File: config.mk
export PLATFORM = sky130hd
export DESIGN_NAME = fec_dma_top
export DESIGN_NICKNAME = d
export VERILOG_FILES = /design/src/common/fec_dma_pkg.sv /design/src/hw/fec_dma_top.sv /design/src/hw/mem_arbiter.sv /design/src/requestor/line_writer.sv /design/src/requestor/byte_serializer.sv /design/src/requestor/line_reader.sv /design/src/requestor/line_fifo.sv /design/src/hw/csr_apb.sv
export SDC_FILE = /design/constraint.sdc
export NUM_CORES = 2
export LEC_CHECK = 0
export BUFFER_PORTS_ARGS = -buffer_cell sky130_fd_sc_hd__buf_2
export CAP_MARGIN = 10
export CORE_MARGIN = 2
export CORE_UTILIZATION = 56
export DETAILED_ROUTE_END_ITERATION = 12
export PLACE_DENSITY = 0.78
export RECOVER_POWER = 100
export SETUP_SLACK_MARGIN = 0.1
export SYNTH_ARGS = -nofsm -noshare
export SYNTH_HDL_FRONTEND = slang
export SYNTH_SLANG_ARGS = --single-unit
File: constraint.sdc
create_clock -name clk -period 6.76 [get_ports clk]
set_input_delay 0.338 -clock clk [delete_from_list [all_inputs] [get_ports clk]]
set_output_delay 0.338 -clock clk [all_outputs]
set_load 0.01 [all_outputs]
File: src/common/fec_dma_pkg.sv
// Line and address types, register offsets, memory operation and write entry types.
`default_nettype none

package fec_dma_pkg;

  typedef logic [63:0] line_t;  // Byte 0 is the most significant byte.
  typedef logic [31:0] addr_t;  // Line address, not byte address.

  localparam int bytes_per_line = 8;

  typedef enum logic {
    op_read  = 1'b0,
    op_write = 1'b1
  } mem_op_t;

  typedef struct packed {
    line_t       data;
    logic [15:0] offset;  // Line offset from the destination base.
  } wr_entry_t;

  // APB word addresses.
  localparam logic [7:0] reg_ctrl      = 8'h00;
  localparam logic [7:0] reg_status    = 8'h01;
  localparam logic [7:0] reg_src_base  = 8'h02;
  localparam logic [7:0] reg_src_lines = 8'h03;
  localparam logic [7:0] reg_dst_base  = 8'h04;
  localparam logic [7:0] reg_dst_lines = 8'h05;
  localparam logic [7:0] reg_dsm_addr  = 8'h06;

  localparam line_t dsm_done_value = 64'd1;

endpackage

`default_nettype wire
File: src/hw/fec_dma_top.sv
// FEC DMA top level with register file, line reader, byte serializer, line writer and arbiter.
`timescale 1ns/100ps
`default_nettype none

module fec_dma_top import fec_dma_pkg::*; #(
  parameter int fifo_lines = 8,
  parameter int byte_gap   = 3
) (
  input  logic        clk,
  input  logic        reset,
  input  logic        psel,
  input  logic        penable,
  input  logic        pwrite,
  input  logic [7:0]  paddr,
  input  logic [31:0] pwdata,
  output logic [31:0] prdata,
  output logic        pready,
  output logic        mem_req_valid,
  input  logic        mem_req_ready,
  output logic        mem_req_write,
  output addr_t       mem_req_addr,
  output line_t       mem_req_data,
  input  logic        mem_rsp_valid,
  input  logic        mem_rsp_write,
  input  line_t       mem_rsp_data,
  output logic [7:0]  dec_in_data,
  output logic        dec_in_valid,
  input  logic [7:0]  dec_out_data,
  input  logic        dec_out_valid
);

  logic        start;
  logic        done;
  addr_t       src_base;
  logic [15:0] src_lines;
  addr_t       dst_base;
  logic [15:0] dst_lines;
  addr_t       dsm_addr;
  logic        rd_valid;
  logic        rd_ready;
  addr_t       rd_addr;
  logic        rd_rsp_valid;
  line_t       rd_rsp_data;
  line_t       line_data;
  logic        line_valid;
  logic        line_pop;
  logic        wr_valid;
  logic        wr_ready;
  addr_t       wr_addr;
  line_t       wr_data;
  logic        wr_ack_valid;

  csr_apb csr_apb_i (
    .clk       (clk),
    .reset     (reset),
    .psel      (psel),
    .penable   (penable),
    .pwrite    (pwrite),
    .paddr     (paddr),
    .pwdata    (pwdata),
    .prdata    (prdata),
    .pready    (pready),
    .start     (start),
    .src_base  (src_base),
    .src_lines (src_lines),
    .dst_base  (dst_base),
    .dst_lines (dst_lines),
    .dsm_addr  (dsm_addr),
    .done      (done)
  );

  line_reader #(
    .fifo_lines (fifo_lines)
  ) line_reader_i (
    .clk        (clk),
    .reset      (reset),
    .start      (start),
    .src_base   (src_base),
    .src_lines  (src_lines),
    .rd_valid   (rd_valid),
    .rd_ready   (rd_ready),
    .rd_addr    (rd_addr),
    .rsp_valid  (rd_rsp_valid),
    .rsp_data   (rd_rsp_data),
    .line_data  (line_data),
    .line_valid (line_valid),
    .line_pop   (line_pop)
  );

  byte_serializer #(
    .byte_gap (byte_gap)
  ) byte_serializer_i (
    .clk          (clk),
    .reset        (reset),
    .line_data    (line_data),
    .line_valid   (line_valid),
    .line_pop     (line_pop),
    .dec_in_data  (dec_in_data),
    .dec_in_valid (dec_in_valid)
  );

  line_writer #(
    .fifo_lines (fifo_lines)
  ) line_writer_i (
    .clk           (clk),
    .reset         (reset),
    .start         (start),
    .dst_base      (dst_base),
    .dst_lines     (dst_lines),
    .dsm_addr      (dsm_addr),
    .dec_out_data  (dec_out_data),
    .dec_out_valid (dec_out_valid),
    .wr_valid      (wr_valid),
    .wr_ready      (wr_ready),
    .wr_addr       (wr_addr),
    .wr_data       (wr_data),
    .ack_valid     (wr_ack_valid),
    .done          (done)
  );

  mem_arbiter mem_arbiter_i (
    .clk           (clk),
    .reset         (reset),
    .rd_req_valid  (rd_valid),
    .rd_req_addr   (rd_addr),
    .rd_req_ready  (rd_ready),
    .wr_req_valid  (wr_valid),
    .wr_req_addr   (wr_addr),
    .wr_req_data   (wr_data),
    .wr_req_ready  (wr_ready),
    .mem_req_valid (mem_req_valid),
    .mem_req_ready (mem_req_ready),
    .mem_req_write (mem_req_write),
    .mem_req_addr  (mem_req_addr),
    .mem_req_data  (mem_req_data),
    .mem_rsp_valid (mem_rsp_valid),
    .mem_rsp_write (mem_rsp_write),
    .mem_rsp_data  (mem_rsp_data),
    .rd_rsp_valid  (rd_rsp_valid),
    .rd_rsp_data   (rd_rsp_data),
    .wr_ack_valid  (wr_ack_valid)
  );

endmodule

`default_nettype wire

File: src/hw/mem_arbiter.sv
// Round-robin arbiter of the line reader and line writer onto one memory port.
`timescale 1ns/100ps
`default_nettype none

module mem_arbiter import fec_dma_pkg::*; (
  input  logic  clk,
  input  logic  reset,
  input  logic  rd_req_valid,
  input  addr_t rd_req_addr,
  output logic  rd_req_ready,
  input  logic  wr_req_valid,
  input  addr_t wr_req_addr,
  input  line_t wr_req_data,
  output logic  wr_req_ready,
  output logic  mem_req_valid,
  input  logic  mem_req_ready,
  output logic  mem_req_write,
  output addr_t mem_req_addr,
  output line_t mem_req_data,
  input  logic  mem_rsp_valid,
  input  logic  mem_rsp_write,
  input  line_t mem_rsp_data,
  output logic  rd_rsp_valid,
  output line_t rd_rsp_data,
  output logic  wr_ack_valid
);

  localparam int order_depth = 32;
  localparam int ord_w       = $clog2(order_depth);

  mem_op_t        prio;
  mem_op_t        held;
  mem_op_t        sel;
  logic           locked;  // A request is stalled and its grant must hold.
  logic           xfer;
  mem_op_t        order_q [order_depth];
  logic [ord_w-1:0] ord_wr;
  logic [ord_w-1:0] ord_rd;
  logic [ord_w:0]   ord_cnt;

  always_comb begin
    if (locked) sel = held;
    else if (rd_req_valid && wr_req_valid) sel = prio;
    else if (wr_req_valid) sel = op_write;
    else sel = op_read;
  end

  assign mem_req_valid = (sel == op_write) ? wr_req_valid : rd_req_valid;
  assign mem_req_write = (sel == op_write);
  assign mem_req_addr  = (sel == op_write) ? wr_req_addr : rd_req_addr;
  assign mem_req_data  = (sel == op_write) ? wr_req_data : '0;
  assign rd_req_ready  = mem_req_ready && (sel == op_read);
  assign wr_req_ready  = mem_req_ready && (sel == op_write);
  assign xfer          = mem_req_valid && mem_req_ready;

  assign rd_rsp_valid = mem_rsp_valid && !mem_rsp_write;
  assign rd_rsp_data  = mem_rsp_data;
  assign wr_ack_valid = mem_rsp_valid && mem_rsp_write;

  always_ff @(posedge clk or posedge reset) begin
    if (reset) begin
      prio    <= op_read;
      held    <= op_read;
      locked  <= 1'b0;
      ord_wr  <= '0;
      ord_rd  <= '0;
      ord_cnt <= '0;
    end else begin
      locked <= mem_req_valid && !mem_req_ready;
      held   <= sel;
      if (xfer) prio <= (sel == op_write) ? op_read : op_write;
      if (xfer) ord_wr <= ord_wr + 1'b1;
      if (mem_rsp_valid) ord_rd <= ord_rd + 1'b1;
      ord_cnt <= ord_cnt + (ord_w + 1)'(xfer) - (ord_w + 1)'(mem_rsp_valid);
    end
  end

  always_ff @(posedge clk) begin
    if (xfer) order_q[ord_wr] <= sel;
  end

  // The requestors hold a stalled request unchanged until it transfers.
  a_req_held: assert property (@(posedge clk) disable iff (reset)
    (mem_req_valid && !mem_req_ready) |=>
      (mem_req_valid && $stable(mem_req_write) && $stable(mem_req_addr) &&
       $stable(mem_req_data)));

  // Each response belongs to the oldest granted request.
  a_rsp_order: assert property (@(posedge clk) disable iff (reset)
    mem_rsp_valid |-> (ord_cnt != '0) && (mem_rsp_write == (order_q[ord_rd] == op_write)));

endmodule

`default_nettype wire

File: src/requestor/line_writer.sv
// Byte packer, write FIFO, destination write issue and completion flag writer.
`timescale 1ns/100ps
`default_nettype none

module line_writer import fec_dma_pkg::*; #(
  parameter int fifo_lines = 8
) (
  input  logic        clk,
  input  logic        reset,
  input  logic        start,
  input  addr_t       dst_base,
  input  logic [15:0] dst_lines,
  input  addr_t       dsm_addr,
  input  logic [7:0]  dec_out_data,
  input  logic        dec_out_valid,
  output logic        wr_valid,
  input  logic        wr_ready,
  output addr_t       wr_addr,
  output line_t       wr_data,
  input  logic        ack_valid,
  output logic        done
);

  typedef enum logic [1:0] {s_idle, s_data, s_dsm, s_dsm_wait} wr_state_t;

  wr_state_t   state;
  line_t       pack_q;
  logic [2:0]  byte_cnt;
  logic        push;
  logic [15:0] line_cnt;
  logic [15:0] ack_cnt;
  wr_entry_t   enq_entry;
  wr_entry_t   head;
  logic        wq_not_full;
  logic        wq_not_empty;
  logic        xfer;

  assign xfer      = wr_valid && wr_ready;
  assign enq_entry = '{data: pack_q, offset: line_cnt};
  assign wr_valid  = (state == s_data) ? wq_not_empty : (state == s_dsm);
  assign wr_addr   = (state == s_data) ? dst_base + addr_t'(head.offset) : dsm_addr;
  assign wr_data   = (state == s_data) ? head.data : dsm_done_value;

  always_ff @(posedge clk or posedge reset) begin
    if (reset) begin
      byte_cnt <= '0;
      push     <= 1'b0;
      line_cnt <= '0;
    end else if (start) begin
      byte_cnt <= '0;
      push     <= 1'b0;
      line_cnt <= '0;
    end else begin
      push <= dec_out_valid && (byte_cnt == 3'(bytes_per_line - 1));  // Line is complete.
      if (dec_out_valid) byte_cnt <= byte_cnt + 3'd1;
      if (push) line_cnt <= line_cnt + 16'd1;
    end
  end

  always_ff @(posedge clk) begin
    if (dec_out_valid) pack_q <= {pack_q[55:0], dec_out_data};
  end

  always_ff @(posedge clk or posedge reset) begin
    if (reset) begin
      state   <= s_idle;
      ack_cnt <= '0;
      done    <= 1'b0;
    end else begin
      if (start) ack_cnt <= '0;
      else if (ack_valid && (state == s_data)) ack_cnt <= ack_cnt + 16'd1;
      case (state)
        s_idle: begin
          if (start) begin
            state <= s_data;
            done  <= 1'b0;
          end
        end
        s_data: begin
          if (ack_cnt == dst_lines) state <= s_dsm;  // All destination lines are in memory.
        end
        s_dsm: begin
          if (xfer) state <= s_dsm_wait;
        end
        default: begin
          if (ack_valid) begin
            state <= s_idle;
            done  <= 1'b1;
          end
        end
      endcase
    end
  end

  line_fifo #(
    .payload_t (wr_entry_t),
    .depth     (fifo_lines)
  ) wr_fifo_i (
    .clk       (clk),
    .reset     (reset),
    .enq_data  (enq_entry),
    .enq_en    (push),
    .deq_en    (xfer && (state == s_data)),
    .deq_data  (head),
    .not_full  (wq_not_full),
    .not_empty (wq_not_empty),
    .count     ()
  );

  // The paced byte stream and the arbiter keep the write FIFO from ever filling.
  a_wq_never_full: assert property (@(posedge clk) disable iff (reset) wq_not_full);

endmodule

`default_nettype wire

File: src/requestor/byte_serializer.sv
// Line to byte serializer that paces bytes to the decoder core.
`timescale 1ns/100ps
`default_nettype none

module byte_serializer import fec_dma_pkg::*; #(
  parameter int byte_gap = 3
) (
  input  logic       clk,
  input  logic       reset,
  input  line_t      line_data,
  input  logic       line_valid,
  output logic       line_pop,
  output logic [7:0] dec_in_data,
  output logic       dec_in_valid
);

  localparam int gap_w = $clog2(byte_gap + 2);

  line_t            shift_q;
  logic [3:0]       bytes_left;
  logic [gap_w-1:0] gap_cnt;
  logic             emit;

  assign line_pop = line_valid && (bytes_left == '0);  // Load as soon as the last line is out.
  assign emit     = (bytes_left != '0) && (gap_cnt == '0);

  always_ff @(posedge clk or posedge reset) begin
    if (reset) begin
      bytes_left   <= '0;
      gap_cnt      <= '0;
      dec_in_valid <= 1'b0;
    end else begin
      dec_in_valid <= emit;
      if (line_pop) bytes_left <= 4'(bytes_per_line);
      else if (emit) bytes_left <= bytes_left - 4'd1;
      if (emit) gap_cnt <= gap_w'(byte_gap);
      else if (gap_cnt != '0) gap_cnt <= gap_cnt - 1'b1;
    end
  end

  always_ff @(posedge clk) begin
    if (line_pop) begin
      shift_q <= line_data;
    end else if (emit) begin
      shift_q     <= {shift_q[55:0], 8'h00};
      dec_in_data <= shift_q[63:56];  // Most significant byte first.
    end
  end

endmodule

`default_nettype wire

File: src/requestor/line_reader.sv
// Line read request FSM with an outstanding-line credit count and a response FIFO.
`timescale 1ns/100ps
`default_nettype none

module line_reader import fec_dma_pkg::*; #(
  parameter int fifo_lines = 8
) (
  input  logic        clk,
  input  logic        reset,
  input  logic        start,
  input  addr_t       src_base,
  input  logic [15:0] src_lines,
  output logic        rd_valid,
  input  logic        rd_ready,
  output addr_t       rd_addr,
  input  logic        rsp_valid,
  input  line_t       rsp_data,
  output line_t       line_data,
  output logic        line_valid,
  input  logic        line_pop
);

  localparam int cnt_w = $clog2(fifo_lines) + 1;

  typedef enum logic [1:0] {s_idle, s_fetch, s_wait, s_finish} rd_state_t;

  rd_state_t        state;
  logic [15:0]      offset;
  logic [cnt_w-1:0] credits;  // Lines requested and not yet popped.
  logic [cnt_w-1:0] credits_next;
  logic [cnt_w-1:0] fifo_count;
  logic             xfer;

  assign rd_valid     = (state == s_fetch);
  assign rd_addr      = src_base + addr_t'(offset);
  assign xfer         = rd_valid && rd_ready;
  assign credits_next = credits + cnt_w'(xfer) - cnt_w'(line_pop);

  always_ff @(posedge clk or posedge reset) begin
    if (reset) begin
      state   <= s_idle;
      offset  <= '0;
      credits <= '0;
    end else begin
      credits <= credits_next;
      case (state)
        s_idle: begin
          if (start) begin
            offset <= '0;
            state  <= (src_lines == '0) ? s_finish : s_fetch;
          end
        end
        s_fetch: begin
          if (xfer) begin
            offset <= offset + 16'd1;
            if (offset + 16'd1 == src_lines) state <= s_finish;
            else if (credits_next == cnt_w'(fifo_lines)) state <= s_wait;
          end
        end
        s_wait: begin
          if (credits < cnt_w'(fifo_lines)) state <= s_fetch;  // A line was consumed.
        end
        default: begin
          if (credits == '0) state <= s_idle;  // Every fetched line has been consumed.
        end
      endcase
    end
  end

  line_fifo #(
    .payload_t (line_t),
    .depth     (fifo_lines)
  ) line_fifo_i (
    .clk       (clk),
    .reset     (reset),
    .enq_data  (rsp_data),
    .enq_en    (rsp_valid),
    .deq_en    (line_pop),
    .deq_data  (line_data),
    .not_full  (),
    .not_empty (line_valid),
    .count     (fifo_count)
  );

  // Responses routed back by the arbiter can never outrun the issued credits.
  a_credit_bound: assert property (@(posedge clk) disable iff (reset)
    fifo_count <= credits);

endmodule

`default_nettype wire

File: src/requestor/line_fifo.sv
// Synchronous show-ahead FIFO with a type-parameter payload and a fill count.
`timescale 1ns/100ps
`default_nettype none

module line_fifo #(
  parameter type payload_t = logic [63:0],
  parameter int  depth     = 8
) (
  input  logic                   clk,
  input  logic                   reset,
  input  payload_t               enq_data,
  input  logic                   enq_en,
  input  logic                   deq_en,
  output payload_t               deq_data,
  output logic                   not_full,
  output logic                   not_empty,
  output logic [$clog2(depth):0] count
);

  localparam int ptr_w = $clog2(depth);

  payload_t         mem [depth];
  logic [ptr_w-1:0] wr_ptr;
  logic [ptr_w-1:0] rd_ptr;

  assign deq_data  = mem[rd_ptr];
  assign not_full  = (count != (ptr_w + 1)'(depth));
  assign not_empty = (count != '0);

  always_ff @(posedge clk or posedge reset) begin
    if (reset) begin
      wr_ptr <= '0;
      rd_ptr <= '0;
      count  <= '0;
    end else begin
      if (enq_en) wr_ptr <= wr_ptr + 1'b1;  // Wraps since depth is a power of two.
      if (deq_en) rd_ptr <= rd_ptr + 1'b1;
      count <= count + (ptr_w + 1)'(enq_en) - (ptr_w + 1)'(deq_en);
    end
  end

  always_ff @(posedge clk) begin
    if (enq_en) mem[wr_ptr] <= enq_data;
  end

  a_no_overflow:  assert property (@(posedge clk) disable iff (reset) enq_en |-> not_full);
  a_no_underflow: assert property (@(posedge clk) disable iff (reset) deq_en |-> not_empty);

endmodule

`default_nettype wire

File: src/hw/csr_apb.sv
// APB register file with the job descriptor, the start pulse and the done status.
`timescale 1ns/100ps
`default_nettype none

module csr_apb import fec_dma_pkg::*; (
  input  logic        clk,
  input  logic        reset,
  input  logic        psel,
  input  logic        penable,
  input  logic        pwrite,
  input  logic [7:0]  paddr,
  input  logic [31:0] pwdata,
  output logic [31:0] prdata,
  output logic        pready,
  output logic        start,
  output addr_t       src_base,
  output logic [15:0] src_lines,
  output addr_t       dst_base,
  output logic [15:0] dst_lines,
  output addr_t       dsm_addr,
  input  logic        done
);

  logic wr_access;

  assign pready    = 1'b1;  // No wait states.
  assign wr_access = psel && penable && pwrite;

  always_ff @(posedge clk or posedge reset) begin
    if (reset) begin
      start     <= 1'b0;
      src_base  <= '0;
      src_lines <= '0;
      dst_base  <= '0;
      dst_lines <= '0;
      dsm_addr  <= '0;
    end else begin
      start <= wr_access && (paddr == reg_ctrl) && pwdata[0];  // Self-clearing.
      if (wr_access) begin
        case (paddr)
          reg_src_base:  src_base  <= pwdata;
          reg_src_lines: src_lines <= pwdata[15:0];
          reg_dst_base:  dst_base  <= pwdata;
          reg_dst_lines: dst_lines <= pwdata[15:0];
          reg_dsm_addr:  dsm_addr  <= pwdata;
          default: ;
        endcase
      end
    end
  end

  always_comb begin
    case (paddr)
      reg_status:    prdata = {31'b0, done};
      reg_src_base:  prdata = src_base;
      reg_src_lines: prdata = {16'b0, src_lines};
      reg_dst_base:  prdata = dst_base;
      reg_dst_lines: prdata = {16'b0, dst_lines};
      reg_dsm_addr:  prdata = dsm_addr;
      default:       prdata = '0;
    endcase
  end

  // Every access phase must follow a setup phase of the same transfer.
  a_apb_setup: assert property (@(posedge clk) disable iff (reset)
    (psel && penable) |-> $past(psel && !penable));

endmodule

`default_nettype wire

# Word-level counts from Yosys, hierarchy flattened
# Memory sizes are Yosys's and may differ from the RTL's.
# Cells that the tools add are included.
dict set report word_totals {
  reg_bits 357
  ram_bits 1152
  inputBits 121
  wordCells 173
  memories 2
}
dict set report op_classes {
  n_addsub 18
  n_lt_le_gt_ge 1
  n_eq_ne 21
  n_mux 47
  bitwise 3
  n_reduce_logical 51
}
# name depth word_bits rd rd_ports_with_merged_regs write_ports line_no
set memory_table {}
lappend memory_table {line_writer_i.wr_fifo_i.mem 8 80 1 0 1 line_fifo.sv:22} ;# payload_t mem [depth];
lappend memory_table {line_reader_i.line_fifo_i.mem 8 64 1 0 1 line_fifo.sv:22}
# cell count
set op_table {}
lappend op_table {{64-bit 2-to-1 mux} 4}
lappend op_table {{32-bit case mux with 6 select lines} 1}
lappend op_table {{16-bit 2-to-1 mux} 6}
lappend op_table {{32-bit by 16-bit adder with 32-bit output} 2}
lappend op_table {{32-bit 2-to-1 mux} 2}
lappend op_table {{16-bit by 1-bit adder with 16-bit output, second input constant} 3}
lappend op_table {{16-bit == test} 2}
lappend op_table {{16-bit case mux with 2 select lines} 1}
lappend op_table {{8-bit by 3-bit == test with 1-bit output, second input constant} 3}
lappend op_table {{2-bit 2-to-1 mux} 11}
lappend op_table {{4-bit nonzero test} 5}
lappend op_table {{1-bit logical AND} 18}
lappend op_table {{8-bit by 2-bit == test with 1-bit output, second input constant} 2}
lappend op_table {{16-bit logical NOT} 1}
lappend op_table {{3-bit by 1-bit adder with 3-bit output, second input constant} 5}
lappend op_table {{2-bit nonzero test} 7}
lappend op_table {{1-bit 2-to-1 mux} 13}
lappend op_table {{4-bit by 1-bit adder with 4-bit output} 3}
lappend op_table {{3-bit 2-to-1 mux} 4}
lappend op_table {{2-bit case mux with 3 select lines} 2}
lappend op_table {{2-bit AND reduction} 6}
lappend op_table {{4-bit by 1-bit subtractor with 4-bit output} 3}
lappend op_table {{8-bit by 1-bit == test with 1-bit output, second input constant} 1}
lappend op_table {{4-bit logical NOT} 2}
lappend op_table {{other kinds (22)} 34}

# Depth between registers and ports, before layout
dict set report logic_depth {
  ltp_word 15
  mapped_depth 16
  depth_no_buf 15
}

# Hierarchy
# A second synthesis with hierarchy kept.
dict set report unflattened {
  hier_cells 3490
  area_unflattened_um2 63686.1
}
# mod n_inst cells_each area_each_um2 seq_area_each_um2
set by_module_without_submodules {}
lappend by_module_without_submodules {{line_fifo (line_writer_i.wr_fifo_i)} 1 981 24557.3 19468.7}
lappend by_module_without_submodules {{line_fifo (line_reader_i.line_fifo_i)} 1 795 19772.7 15625.0}
lappend by_module_without_submodules {line_writer 1 558 5919.4 2897.8}
lappend by_module_without_submodules {csr_apb 1 422 5816.8 3228.1}
lappend by_module_without_submodules {byte_serializer 1 188 3320.7 2362.3}
lappend by_module_without_submodules {line_reader 1 356 2796.4 550.5}
lappend by_module_without_submodules {mem_arbiter 1 190 1502.7 75.1}

# Worst setup path after synthesis
# OpenSTA, ideal clock, no wires.
dict set report synth_path {
  path_kind {reg2reg}
  start {reg line_writer_i.push}
  end {mem line_writer_i.wr_fifo_i.mem[4][0] (netlist bit) (enable)}
  setup_ps 616
  t_arrival_ps 6271
  slack_ps -127
  stages_incl_launch_ff 4
  n_path_buf 1
  period_less_slack_ps 6887
  path_cell_list {dfrtp_1 -> clkbuf_1 -> nand2_1 -> nor3_1}
}
dict set report synth_via {
  elab_chain_len 2
}
# element line_no
set synth_lines {}
lappend synth_lines {{start, declared} line_writer.sv:29} ;# logic push;
lappend synth_lines {{start signal, assigned} line_writer.sv:54} ;# push <= dec_out_valid && (byte_cnt == 3'(bytes_per_line - 1));
lappend synth_lines {{1-bit 2-to-1 mux} line_fifo.sv:43} ;# if (enq_en) mem[wr_ptr] <= enq_data;
lappend synth_lines {{1-bit 2-to-1 mux (implied by the code)} line_fifo.sv:43}
lappend synth_lines {{end, declared} line_fifo.sv:22}
# Every way passes these cells.

# Worst setup path in the final report
dict set report layout_path {
  start {reg line_writer_i.wr_fifo_i.rd_ptr[1]}
  end {out mem_req_addr[30]}
}
dict set report layout_via {
  elab_chain_len 4
}
# element line_no
set layout_lines {}
lappend layout_lines {{start, declared} line_fifo.sv:24} ;# logic [ptr_w-1:0] rd_ptr;
lappend layout_lines {{start signal, assigned} line_fifo.sv:37} ;# if (deq_en) rd_ptr <= rd_ptr + 1'b1;
lappend layout_lines {{memory read 8 x 80 bit} -}
lappend layout_lines {{32-bit by 16-bit adder with 32-bit output} line_writer.sv:41} ;# assign wr_addr = (state == s_data) ? dst_base + addr_t'(head.offset) : dsm_addr;
lappend layout_lines {{32-bit 2-to-1 mux} line_writer.sv:41}
lappend layout_lines {{32-bit 2-to-1 mux} mem_arbiter.sv:50} ;# assign mem_req_addr = (sel == op_write) ? wr_req_addr : rd_req_addr;
lappend layout_lines {{end, declared} fec_dma_top.sv:21} ;# output addr_t mem_req_addr,
# Every way passes these cells.

==> summary.md <==
| Metric | Value |
|---|---|
| Status | finished with violations |
| Violated checks | capacitance limit, slew limit |
| CP Data Arrival Time | 5.65 ns |
| Post-synth top area cell | edfxtp_1 |
| Ports | 261 |
| Post-synthesis register bit count | 1509 |
| RSZ-0062 raised after global routing | false |
| Fillers | 7244 |
| First-pass GRT wire length | 209 mm |
| CTS max path bufs | 3 |
| Die height | 335 µm |
| IO Port Bufs | 259 |
| Final setup fails | 0 |
| Buf/Inv on CP | 2 |
| Tot GR Track Use | 25.0% |
| CP Capture Point | mem_req_addr[30] |
| Clock root buffer | clkbuf_16 |
| Vias after detailed routing | 33.0k |
| Final worst slack | 0.775 ns |
| Setup TNS | 0 ns |
| Avg Inst Size Synth | 18.2 µm² |
| Routability congestion estimate | 0.892 |
| Yosys Warn Count | 0 |
| Crit share post-route | 88.5% |
| Syn nets | 3568 |
| Clk_lat worst skew | 0.75 ns |
| Clock skew | 0.0302 ns |
| Lkg Pwr | 0.0243 µW |
| F_max | 0.167 GHz |
| Final min period | 5.99 ns |
| Worst hold path type | in2reg |
| CTS tree | yes |
| Max IR drop VDD | 362 µV |
| DR pass1 iterations | 6 |
| Number of synthesized flops with an enable pin | 1288 |
| Vias in the first global route | 33.6k |
| Initial drt markers | 3441 |
| CP Launch Type | flop |
| DRC violation count after routing | 0 |
| H-tree depth | 4 |
| Wirelength, routed | 139 mm |
| Die width | 335 µm |
| Fraction of registers with async set/reset | 14.6% |
| Max Cap Viol | 43 |
| Main area contributors after synthesis | edfxtp_1 (63%), mux4_2 (11%), dfrtp_1 (9.0%) |
| Crit path capture type | primary output |
| Pin count of the biggest net entering global routing | 95 |
| Worst r2r src | byte_serializer_i.bytes_left[0] |
| TritonCTS Buffers | 150 |
| Initial antenna violation count | 11 |
| Share of post-route cells with drive strength above 1 | 19.1% |
| Tightest Pin Transition | 4.71 ns |
| Clk sinks | 1509 |
| Initial Util | 56.4% |
| Nets@finish | 3976 |
| Die area | 112000 µm² |
| GRT overflow | 0 |
| ANT nets after route | 0 |
| Synth cell count leaders | edfxtp_1 (1288), mux4_2 (288), dfrtp_1 (221), nor2_1 (173), nand2_1 (168) |
| Critical path origin | line_writer_i.wr_fifo_i.rd_ptr[1] |
| Clock slew at reported path FFs | 0.06 ns |
| Drt wl/cell | 26.2 µm |
| Crit-path slowest cell | dfrtp_4 |
| Worst endpoint required time | 6.42 ns |
| Count leader, synth | edfxtp_1 |
| Register area share after synthesis | 72.0% |
| Crit-path most repeated cell | nand2_1 |
| RR Endpoint | byte_serializer_i.shift_q[24] |
| Max incr delay on CP | 0.85 ns |
| Critical-path cell list | buf_4 -> mux4_2 -> mux2_2 -> ha_1 -> nand2_1 -> nand2_1 -> a311o_1 -> o32ai_1 -> o21a_1 -> nor2_1 -> mux2i_1 -> a221oi_2 -> clkbuf_1 |
| Post-synthesis cell area | 61400 µm² |
| Levels on crit path | 13 |
| Distinct cell type count after synthesis | 79 |
| Yosys top cell area share | 63.0% |
| Final hold viol count | 0 |
| DR vias/cell | 6.21 |
| Slew headroom | -214% |
| Crit-path max FO | 45 |
| Main synth FF type | edfxtp_1 |
| R2r setup slk | 1.04 ns |
| Total power | 25600 µW |
| Worst path top cell family by delay | compound AO/OA/AOI/OAI gates |
| R2R depth | 7 |
| Final Util | 64.0% |
| Area grow syn2layout | 13.3% |
| Dpl hpwl | 78.0 mm |
| Final Max Tran Viols | 1743 |
| Pwr dens | 367 nW/µm² |
| Kind of critical path | reg2out |
| Pre-CTS setup slack | 1.62 ns |
| Syn Inst Count | 3379 |
| Core Footprint | 109000 µm² |
| Row count | 121 |
==> sequential cells by signal, summed over array words and instances (netlist names), 32 cells and up <==
signal and flops:
byte_serializer_i.shift_q 64, line_writer_i.wr_fifo_i.mem 640, csr_apb_i.dsm_addr 32, line_writer_i.pack_q 64, csr_apb_i.src_base 32, line_reader_i.line_fifo_i.mem 512
csr_apb_i.dst_base 32
==> kinds of logic after synthesis <==
| group | after synthesis | share of synthesized area [%] |
|---|---|---|
| other | 1 | 0.00611 |
| adders and majority gates | 68 | 1.45 |
| xor gates and xnor gates | 121 | 1.73 |
| AOI/OAI and AO/OA | 334 | 3.65 |
| DFF | 1509 | 72.0 |
| and+or+nand+nor | 526 | 3.99 |
| muxes | 581 | 15.6 |
| buffers and inverters | 239 | 1.58 |
==> routing by layer <==
layer	up-vias	wire (µm)	share of wire, %	track usage (%)
met3	314	10700	7.6	4.31
met5	-	48	0.034	0
met1	16928	55600	40	34.4
met4	10	4700	3.4	8.65
li1	14230	-	-	-
met2	1521	68400	49	40.8
==> cells in the final DEF (no fill, tap or decap), types with 63 or more instances in the layout <==
| cell type | Yosys | final |
|---|---|---|
| mux2_2 | 136 | 135 |
| dlygate4sd3_1 | 0 | 111 |
| nor2_1 | 173 | 169 |
| nand2_1 | 168 | 167 |
| mux2i_1 | 147 | 147 |
| dfrtp_1 | 221 | 215 |
| clkbuf_1 | 96 | 274 |
| ha_1 | 63 | 63 |
| o21ai_0 | 123 | 123 |
| edfxtp_1 | 1288 | 1288 |
| mux4_2 | 288 | 288 |
| clkbuf_16 | 0 | 152 |
| inv_1 | 68 | 67 |
| xor2_1 | 67 | 67 |
==> power by group <==
part	switching, µW	internal (µW)	total (µW)
Sequential	622	11000	11600
Combinational	3390	2640	6030
Clock	3410	4480	7900
==> tightest hold or removal path, stage by stage <==
cell     delay, ns
buf_2         0.15
nor4b_1       0.07
and2_0        0.15
==> worst min-delay path by stage <==
| stage | startpoint | endpoint | slack, ns | depth (start not counted) |
|---|---|---|---|---|
| finish | paddr[1] | csr_apb_i.start | 0.02 | 3 |
| global route | paddr[1] | csr_apb_i.start | 0.02 | 3 |
| CTS | paddr[1] | csr_apb_i.start | 0.008 | 3 |
| detailed placement | byte_serializer_i.shift_q[62] | byte_serializer_i.dec_in_data[6] | 0.41 | 0 |
| global placement | byte_serializer_i.shift_q[60] | byte_serializer_i.dec_in_data[4] | 0.41 | 0 |
| floorplan | byte_serializer_i.shift_q[56] | byte_serializer_i.dec_in_data[0] | 0.40 | 0 |
==> stage by stage <==
step | hold WS, ns | instance area, µm² | std cells
6_report | 0.0199 | 69600 | 5318
2_1_floorplan | 0.400 | 61400 | 3379
4_1_cts | 0.00821 | 70200 | 5313
3_3_place_gp | 0.406 | 64400 | 4938
5_1_grt | 0.0194 | 69600 | 5318
3_5_place_dp | 0.413 | 64400 | 4938
==> final cells by class <==
| class | instances | area (µm²) | area share (%) |
|---|---|---|---|
| Tap cell | 1414 | 1770 | 2.54 |
| Antenna cell | 5 | 12.5 | 0.0180 |
| Timing Repair Buffer | 426 | 2450 | 3.52 |
| Clock buffer | 199 | 4040 | 5.80 |
| Inverter | 69 | 260 | 0.374 |
| Clock inverter | 65 | 582 | 0.836 |
| Sequential cell | 1509 | 44200 | 63.5 |
| Multi-Input combinational cell | 1631 | 16300 | 23.4 |
==> timing repair <==
action,CTS,global route
hold buffers,111,0
hold endpoints to repair,744,0
buffers inserted,0,0
resized for setup,0,0
(Power assumes the default switching activity.)
